`config.mk`:
```
export PLATFORM = sky130hd
export DESIGN_NAME = dcache_ctrl
export DESIGN_NICKNAME = d
export VERILOG_FILES = /design/src/verilog/dcache_pkg.sv /design/src/verilog/dcache_ctrl.sv
export SDC_FILE = /design/constraint.sdc
export NUM_CORES = 1
export LEC_CHECK = 0
export ABC_CLOCK_PERIOD_IN_PS = 4300
export BUFFER_PORTS_ARGS = -buffer_cell sky130_fd_sc_hd__buf_4
export CORE_AREA = 2 2 356 358
export DETAILED_ROUTE_END_ITERATION = 12
export DIE_AREA = 0 0 358 360
export GPL_TIMING_DRIVEN = 0
export PLACE_DENSITY_LB_ADDON = 0.05
export SLEW_MARGIN = 20
export SYNTH_ARGS = -nofsm -noshare
export SYNTH_HDL_FRONTEND = slang
export SYNTH_SLANG_ARGS = --single-unit
```
`constraint.sdc`:
```
create_clock -name clk -period 4.3 [get_ports clk]
set_clock_uncertainty 0.05 [all_clocks]
set_input_delay 0.43 -clock clk [delete_from_list [all_inputs] [get_ports clk]]
set_output_delay 0.43 -clock clk [all_outputs]
set_load 0.05 [all_outputs]
```
`src/verilog/dcache_pkg.sv`:
```
`default_nettype none

package dcache_pkg;

    // widths seen by the cpu and memory sides
    typedef logic [31:0]  addr_t;       // byte address
    typedef logic [63:0]  word_t;       // cpu doubleword, also one bus beat
    typedef logic [127:0] line_t;       // 16-byte cache line
    typedef logic [15:0]  line_strb_t;  // byte strobe over a line
    typedef logic [7:0]   word_strb_t;  // byte strobe over a doubleword

    // bus transfer type
    // 0..3 are single accesses of 1, 2, 4 and 8 bytes, taken from size_i
    typedef logic [2:0] xfer_type_t;

    localparam xfer_type_t XFER_LINE = 3'd4;  // two-beat line transfer

    // controller states
    typedef enum logic [2:0] {
        S_IDLE,     // waiting for a request
        S_LOOKUP,   // hit being served
        S_MISS,     // victim writeback or uncached store
        S_REPLACE,  // read address phase
        S_REFILL    // collecting read beats
    } dcache_state_t;

endpackage

`default_nettype wire

```
`src/verilog/dcache_ctrl.sv`:
```
`timescale 1ns/1ps
`default_nettype none

module dcache_ctrl import dcache_pkg::*; #(
    parameter int INDEX_W = 7
) (
    input  wire                 clk,
    input  wire                 rst,
    // cpu side
    input  wire                 req_i,
    input  wire                 op_i,         // 0 load, 1 store
    input  addr_t               addr_i,
    input  wire [1:0]           size_i,
    input  word_strb_t          wstrb_i,
    input  word_t               wdata_i,
    output logic                req_ready_o,
    output word_t               rdata_o,
    output logic                rvalid_o,
    // memory read channel
    output logic                rd_req_o,
    output addr_t               rd_addr_o,
    output xfer_type_t          rd_type_o,
    input  wire                 rd_ready_i,
    input  word_t               rdata_i,
    input  wire                 rvalid_i,
    input  wire                 rlast_i,
    // memory write channel
    output logic                wr_req_o,
    output addr_t               wr_addr_o,
    output xfer_type_t          wr_type_o,
    output line_t               wr_data_o,
    output line_strb_t          wr_strb_o,
    input  wire                 wr_ready_i,
    // tag array
    input  wire                 hit_way0_i,
    input  wire                 hit_way1_i,
    input  wire                 victim_way_i,
    input  wire                 victim_dirty_i,
    input  wire [27-INDEX_W:0]  victim_tag_i,
    output logic [INDEX_W-1:0]  victim_index_o,
    output logic                update_o,
    output logic                update_way_o,
    output logic [27-INDEX_W:0] update_tag_o,
    output logic                set_dirty_o,
    output logic                touch_o,
    output logic                touch_way_o,
    // data array
    input  line_t               rdata_way0_i,
    input  line_t               rdata_way1_i,
    output logic [INDEX_W-1:0]  index_o,
    output logic                cen_way0_o,
    output logic                cen_way1_o,
    output logic                we_o,
    output line_t               wdata_o,
    output line_strb_t          wstrb_o
);

    dcache_state_t state_q, state_d;

    logic       accept;
    logic       cpu_hit;
    logic       req_taken_q;    // request accepted last cycle, array data valid now
    logic       need_wr;
    logic       refill_done;

    // request buffer
    addr_t      addr_q;
    logic       op_q;
    logic [1:0] size_q;
    word_strb_t wstrb_q;
    word_t      wdata_q;
    logic       hit0_q;
    logic       hit1_q;
    logic       uncached_q;

    line_t      victim_line_q;
    word_t      refill_lo_q;    // first beat of a line
    line_t      hit_line;
    line_t      fill_line;
    line_t      store_line;
    line_strb_t store_strb;
    logic [INDEX_W-1:0] req_index;

    assign accept    = req_i && req_ready_o;
    assign cpu_hit   = addr_i[31] && (hit_way0_i || hit_way1_i);
    assign req_index = addr_q[INDEX_W+3:4];

    // store data sits in the half picked by bit 3
    assign store_line = addr_q[3] ? {wdata_q, 64'd0} : {64'd0, wdata_q};
    assign store_strb = addr_q[3] ? {wstrb_q, 8'd0} : {8'd0, wstrb_q};

    assign need_wr     = uncached_q ? op_q : victim_dirty_i;
    assign refill_done = (state_q == S_REFILL) && rvalid_i && rlast_i;
    assign fill_line   = {rdata_i, refill_lo_q};
    assign hit_line    = hit1_q ? rdata_way1_i : rdata_way0_i;

    always_ff @(posedge clk) begin
        if (rst) begin
            state_q     <= S_IDLE;
            req_taken_q <= 1'b0;
        end else begin
            state_q     <= state_d;
            req_taken_q <= accept;
        end
    end

    always_ff @(posedge clk) begin
        if (accept) begin
            addr_q     <= addr_i;
            op_q       <= op_i;
            size_q     <= size_i;
            wstrb_q    <= wstrb_i;
            wdata_q    <= wdata_i;
            hit0_q     <= hit_way0_i;
            hit1_q     <= hit_way1_i;
            uncached_q <= !addr_i[31];
        end
        if (req_taken_q) begin
            victim_line_q <= victim_way_i ? rdata_way1_i : rdata_way0_i;
        end
        if (state_q == S_REFILL && rvalid_i && !rlast_i) begin
            refill_lo_q <= rdata_i;
        end
    end

    always_comb begin
        state_d = state_q;
        case (state_q)
            S_IDLE, S_LOOKUP: begin
                if (accept) begin
                    state_d = cpu_hit ? S_LOOKUP : S_MISS;
                end else begin
                    state_d = S_IDLE;
                end
            end
            S_MISS: begin
                if (!need_wr) begin
                    state_d = S_REPLACE;    // clean victim, nothing to write
                end else if (wr_req_o && wr_ready_i) begin
                    state_d = (uncached_q && op_q) ? S_IDLE : S_REPLACE;
                end
            end
            S_REPLACE: begin
                if (rd_ready_i) begin
                    state_d = S_REFILL;
                end
            end
            S_REFILL: begin
                if (rvalid_i && rlast_i) begin
                    state_d = S_IDLE;
                end
            end
            default: state_d = S_IDLE;
        endcase
    end

    // a store hit holds off the next read for one cycle
    assign req_ready_o = (state_q == S_IDLE) || (state_q == S_LOOKUP && !op_q);

    // write waits one cycle in S_MISS for the victim buffer
    assign wr_req_o  = (state_q == S_MISS) && need_wr && !req_taken_q;
    assign wr_addr_o = uncached_q ? addr_q : {victim_tag_i, req_index, 4'd0};
    assign wr_type_o = uncached_q ? {1'b0, size_q} : XFER_LINE;
    assign wr_data_o = uncached_q ? store_line : victim_line_q;
    assign wr_strb_o = uncached_q ? store_strb : '1;

    assign rd_req_o  = (state_q == S_REPLACE);
    assign rd_addr_o = uncached_q ? addr_q : {addr_q[31:4], 4'd0};
    assign rd_type_o = uncached_q ? {1'b0, size_q} : XFER_LINE;

    always_comb begin
        if (state_q == S_REFILL) begin
            if (uncached_q || addr_q[3]) begin
                rdata_o = rdata_i;
            end else begin
                rdata_o = refill_lo_q;
            end
        end else begin
            rdata_o = addr_q[3] ? hit_line[127:64] : hit_line[63:0];
        end
    end

    assign rvalid_o = !op_q && ((state_q == S_LOOKUP) || refill_done);

    // tag array controls, all at the buffered index
    assign victim_index_o = req_index;
    assign update_o       = refill_done && !uncached_q;
    assign update_way_o   = victim_way_i;
    assign update_tag_o   = addr_q[31:INDEX_W+4];
    assign set_dirty_o    = op_q;
    assign touch_o        = (state_q == S_LOOKUP);
    assign touch_way_o    = hit1_q;

    always_comb begin
        index_o    = accept ? addr_i[INDEX_W+3:4] : req_index;
        cen_way0_o = 1'b0;
        cen_way1_o = 1'b0;
        we_o       = 1'b0;
        wdata_o    = store_line;
        wstrb_o    = store_strb;
        if (accept) begin
            cen_way0_o = 1'b1;  // read both ways
            cen_way1_o = 1'b1;
        end else if (state_q == S_LOOKUP && op_q) begin
            we_o       = 1'b1;
            cen_way0_o = hit0_q;
            cen_way1_o = hit1_q;
        end else if (update_o) begin
            we_o       = 1'b1;
            cen_way0_o = !victim_way_i;
            cen_way1_o = victim_way_i;
            wstrb_o    = '1;
            // pending store bytes win over the fetched line
            for (int b = 0; b < 16; b++) begin
                if (op_q && store_strb[b]) begin
                    wdata_o[b*8 +: 8] = store_line[b*8 +: 8];
                end else begin
                    wdata_o[b*8 +: 8] = fill_line[b*8 +: 8];
                end
            end
        end
    end

    // bus requests stay put until the memory takes them
    assert property (@(posedge clk) disable iff (rst)
        rd_req_o && !rd_ready_i |=> rd_req_o && $stable(rd_addr_o) && $stable(rd_type_o));
    assert property (@(posedge clk) disable iff (rst)
        wr_req_o && !wr_ready_i |=> wr_req_o && $stable(wr_addr_o) && $stable(wr_data_o)
            && $stable(wr_strb_o));

endmodule

`default_nettype wire

```
# == Word-level counts from Yosys, hierarchy flattened ==
# Index checks and enable logic that the tools add are counted.
# totals
ff_bits,306
latchBits,0
ramBits,0
romBits,0
input_bits,459
output_inout_bits,469
elab_cells,115
mem_count,0
# op_classes
n_addsub,0
n_mul,0
div,0
n_lt_le_gt_ge,0
eq_ne,7
n_shift,0
muxes,53
bitwise_logic,0
reduce_logical,43
# op_table
operator,count
2-to-1 mux 128 bit,7
2-to-1 mux 64 bit,3
2-to-1 mux 8 bit,16
2-to-1 mux 16 bit,5
2-to-1 mux 32 bit,1
logical AND 1 bit,30
2-to-1 mux 3 bit,5
one-hot mux 3 bit (4 select lines),1
2-to-1 mux 1 bit,10
2-to-1 mux 7 bit,1
"equality test 3 x 2 -> 1 bit, second input constant",2
zero test 1 bit,6
2-to-1 mux 2 bit,3
logical OR 1 bit,4
2-to-1 mux 4 bit,1
"!= test 2 x 1 -> 1 bit, second input constant",2
"equality test 3 x 1 -> 1 bit, second input constant",1
"equality test 3 bit, second input constant",1
zero test 3 bit,1
"!= test 3 bit, second input constant",1
AND reduction 3 bit,1
OR reduction 2 bit,1

# == Longest topological paths before layout ==
# logic_depth
depth_word,7
depth_mapped,6
ltp_nobuf,3

# == Worst setup path after synthesis ==
# Ideal clock, no wire load.
# synth_timing
path_type,register to register
from,"register op_q, in the netlist set_dirty_o"
to,register addr_q[0] (enable)
setup_ps,463
t_arrival_ps,4668
required_ps,3787
path_slack_ps,-881
path_stages_with_launch,5
path_buffers,1
period_less_slack_ps,5181
path_cell_list,edfxtp_1 a211oi_1 nand2_1 buf_2 inv_1
# synth_between
elab_chain_len,4
# synth_rtl
element,line_no,source
"start, declared",dcache_ctrl.sv:68,logic op_q;
"start signal, assigned",dcache_ctrl.sv:110,op_q <= op_i;
zero test 1 bit,dcache_ctrl.sv:158,assign req_ready_o = (state_q == S_IDLE) || (state_q == S_LOOKUP && !op_q);
logical AND 1 bit,dcache_ctrl.sv:158,
logical OR 1 bit,dcache_ctrl.sv:158,
via req_ready_o,dcache_ctrl.sv:16,"output logic req_ready_o,"
logical AND 1 bit,dcache_ctrl.sv:84,assign accept = req_i && req_ready_o;
via accept,dcache_ctrl.sv:60,logic accept;
"end signal, assigned",dcache_ctrl.sv:109,addr_q <= addr_i;
"end, declared",dcache_ctrl.sv:67,addr_t addr_q;
# The timed path passes the listed nets, and every way through them passes these cells.
# A chain may end at the register's enable or synchronous reset.

# == Worst setup path in the final report ==
# layout_timing
from,register addr_q[3]
to,output wdata_o[59]
# layout_between
elab_chain_len,6
word_cells_on_any_way,7
classes_between,6 x mux; 1 x reduce/logical
# layout_rtl
element,line_no,source
2-to-1 mux 16 bit,dcache_ctrl.sv:90,"assign store_strb = addr_q[3] ? {wstrb_q, 8'd0} : {8'd0, wstrb_q};"
logical AND 1 bit,dcache_ctrl.sv:215,if (op_q && store_strb[b]) begin
2-to-1 mux 8 bit,dcache_ctrl.sv:215,
2-to-1 mux 128 bit,dcache_ctrl.sv:208,end else if (update_o) begin
2-to-1 mux 128 bit,dcache_ctrl.sv:204,end else if (state_q == S_LOOKUP && op_q) begin
2-to-1 mux 128 bit *,dcache_ctrl.sv:201,if (accept) begin
"end, declared",dcache_ctrl.sv:54,"output line_t wdata_o,"
# Mark *: on every way between the ends. The rest lies on a longest branch, timed or not.

==> key figures <==
Run
  • Max cap viols: 0

Die
  • Initial core utilization: 0.152
  • Row count: 130
  • Io pins: 928
  • Chip width: 358 um
  • Core outline area: 125000 sq um
  • Die footprint: 129000 sq um
  • Chip height: 360 um

STA
  • Unrepaired setup endpoints after global routing: false
  • Final Hold Fails: 0
  • WHS: 0.0783 ns
  • Max-slew violation count: 0
  • Final setup fails: 0
  • Crit share post-route: 0.909
  • Slew headroom: 0.317
  • Setup ws final: 0.390 ns
  • Setup TNS: 0 ns
  • Worst Tran Pin Value: 1.02 ns
  • Fin crit period: 3.91 ns
  • Fmax: 0.256 GHz

Finish
  • Share of cells above drive strength 1: 0.628
  • Synth-to-Final Area Change: 65.6%
  • Layout Nets: 3016
  • Finished Cell Area: 31500 sq um
  • Finished Layout Cells: 4256
  • Utilization after layout: 0.252

Place
  • Post-Place Cell Area: 28300 sq um
  • Cells after DPL: 3984
  • Routability cong.: 0.817
  • Dpl ws: 0.563 ns
  • Port bufs: 926
  • Placed wire-length estimate: 95900 um

Power
  • Total power: 12.1 mW
  • Power density of the placed cells: 383 nW/um^2
  • VDD IR max: 0.225 mV
  • Leak pwr: 12.9 nW

GRT
  • Largest net degree at the start of global routing: 37
  • Vias in the first global route: 18200
  • Antenna violations before repair: 21
  • All-Layer GR Usage: 0.181
  • Total grt overflow: 0
  • First-pass GRT wire length: 159000 um

CTS
  • Post-CTS Setup Repair Bufs: 0
  • CTS tree: yes
  • # H-tree levels: 2
  • Max clock buf depth: 3
  • CTS Buf Count: 47
  • Root Driver: clkbuf_16
  • Worst skew pair latency: 0.60 ns
  • Clk sinks: 306
  • Clock transition at path regs: 0.06 ns

Worst hold path
  • Worst Hold Class: input port to flip-flop

Setup path
  • Worst reg-to-reg setup slack: 0.75 ns
  • WS Path Type: flip-flop to output port
  • CP startpoint kind: flip-flop
  • WP data required: 3.82 ns
  • Worst Setup End Kind: output port
  • Worst path arrival time: 3.43 ns
  • Crit-path max FO: 10

Detailed routing
  • Routed wire length: 122000 um
  • Via count: 16700
  • Remaining routing DRC violations: 0
  • 1st-iter DRT viols: 742
  • Drt first pass iters: 5
  • DR WL/cell: 28.6 um
  • ANT nets after route: 0
  • Vias per Instance: 3.92

Synth
  • Register area share after synthesis: 0.481
  • Flops & latches, synth: 306
  • Synth cell types: 35
  • Synth warn: 0
  • Cell area after synthesis: 19000 sq um
  • Average size of a mapped cell: 13.6 sq um
  • Syn Inst Count: 1396
  • Post-Syn Nets: 1855

Run status
  • Status: complete, no violations
power by group:
part	internal, mW	total (mW)	switching [mW]
Clock	2.11	3.70	1.59
Combinational	1.68	4.74	3.06
Sequential	3.52	3.62	0.102
worst max-delay path, cell delays in order, from the launching register on:
cell and delay, ns:
edfxtp_1 0.33, buf_2 0.38, clkbuf_1 0.63, clkbuf_1 0.77, nor2b_1 0.14, mux2_2 0.32, buf_4 0.20
metal layers:
metal,vias up,part of all wire,GRT usage,routed length [um]
met1,8332,0.39,0.202,46900
met2,653,0.52,0.330,63100
li1,7547,-,-,-
met3,123,0.068,0.0490,8300
met5,-,0.00041,0,50
met4,8,0.028,0.0564,3360
flip-flops by register name (all words and copies together) (netlist names):
| register | count |
|---|---|
| addr_q | 32 |
| set_dirty_o | 1 |
| victim_line_q | 128 |
| refill_lo_q | 64 |
| wstrb_q | 8 |
| wdata_q | 64 |
| state_q | 3 |
| req_taken_q | 1 |
| touch_way_o | 1 |
| hit0_q | 1 |
| uncached_q | 1 |
| size_q | 2 |
kinds of logic after synthesis:
family                 count (synthesis)  synth area share
AND/OR/NAND/NOR                      306            0.0911
buffers and inverters                170            0.0530
AO/OA/AOI/OAI                         74            0.0207
flip-flops                           306             0.481
multiplexers                         540             0.354
repair_timing:
action | 4_1_cts | 5_1_grt
hold buffers | 174 | 0
gates resized for setup | 2 | 0
hold endpoints to repair | 177 | 0
setup endpoints to repair | 2 | 0
synth_stat cells:
library cell | n | area [sq um]
mux2_2 | 411 | 4630
edfxtp_1 | 302 | 9070
buf_4 | 73 | 548
and2_1 | 69 | 432
nor2_1 | 67 | 251
a21oi_1 | 65 | 325
mux2i_1 | 65 | 651
mux4_2 | 64 | 1440
nor2b_1 | 64 | 400
buf_2 | 58 | 290
nand2_1 | 50 | 188
clkbuf_1 | 25 | 93.8
nand3_1 | 14 | 70.1
nand3_2 | 12 | 120
nand2b_1 | 9 | 56.3
nand3b_1 | 8 | 60.1
inv_1 | 6 | 22.5
buf_1 | 5 | 18.8
dfxtp_1 | 4 | 80.1
nand3_4 | 4 | 70.1
and3b_1 | 3 | 26.3
buf_6 | 3 | 33.8
nor3b_1 | 2 | 15.0
o21ai_0 | 2 | 10.0
a2111oi_1 | 1 | 10.0
a211oi_1 | 1 | 7.51
a311oi_1 | 1 | 8.76
a31oi_1 | 1 | 6.26
a41oi_1 | 1 | 8.76
and3_1 | 1 | 6.26
nand2_2 | 1 | 6.26
nor2_4 | 1 | 11.3
nor3b_4 | 1 | 18.8
o2111ai_1 | 1 | 8.76
o211ai_1 | 1 | 7.51
cell type report:
class | instances | area (sq um)
Antenna cell | 15 | 37.5
Buffer | 164 | 990
Clock buffer | 57 | 1260
Clock inverter | 26 | 136
Fill cell | 13400 | 93500
Inverter | 6 | 26.3
Multi-Input combinational cell | 920 | 8850
Sequential cell | 306 | 9150
Tap cell | 1650 | 2060
Timing Repair Buffer | 1112 | 8940
layout by cell type, fill, tap and decap left out, types with 8 or more instances in the layout:
| cell | instances |
|---|---|
| edfxtp_1 | 302 |
| nand3_2 | 12 |
| nand2_1 | 50 |
| nand3b_1 | 8 |
| clkinv_1 | 20 |
| buf_2 | 57 |
| and2_1 | 69 |
| clkbuf_1 | 31 |
| a21oi_1 | 65 |
| buf_12 | 8 |
| buf_4 | 1001 |
| mux4_2 | 64 |
| nand2b_1 | 9 |
| dlygate4sd3_1 | 174 |
| diode_2 | 15 |
| clkbuf_16 | 49 |
| mux2_2 | 411 |
| nor2b_1 | 64 |
| nor2_1 | 67 |
| mux2i_1 | 65 |
| nand3_1 | 14 |
worst paths after layout:
kind	startpoint	to	cells past startpoint
max reg2reg	set_dirty_o$_DFFE_PP_	addr_q[14]$_DFFE_PP_	7
min	rd_ready_i	state_q[2]$_SDFFE_PP0P_	3
max	addr_q[3]$_DFFE_PP_	wdata_o[59]	6
min reg2reg	req_taken_q$_SDFF_PP0_	victim_line_q[100]$_DFFE_PP_	0
Note: power is estimated with default switching activity, not from simulation.
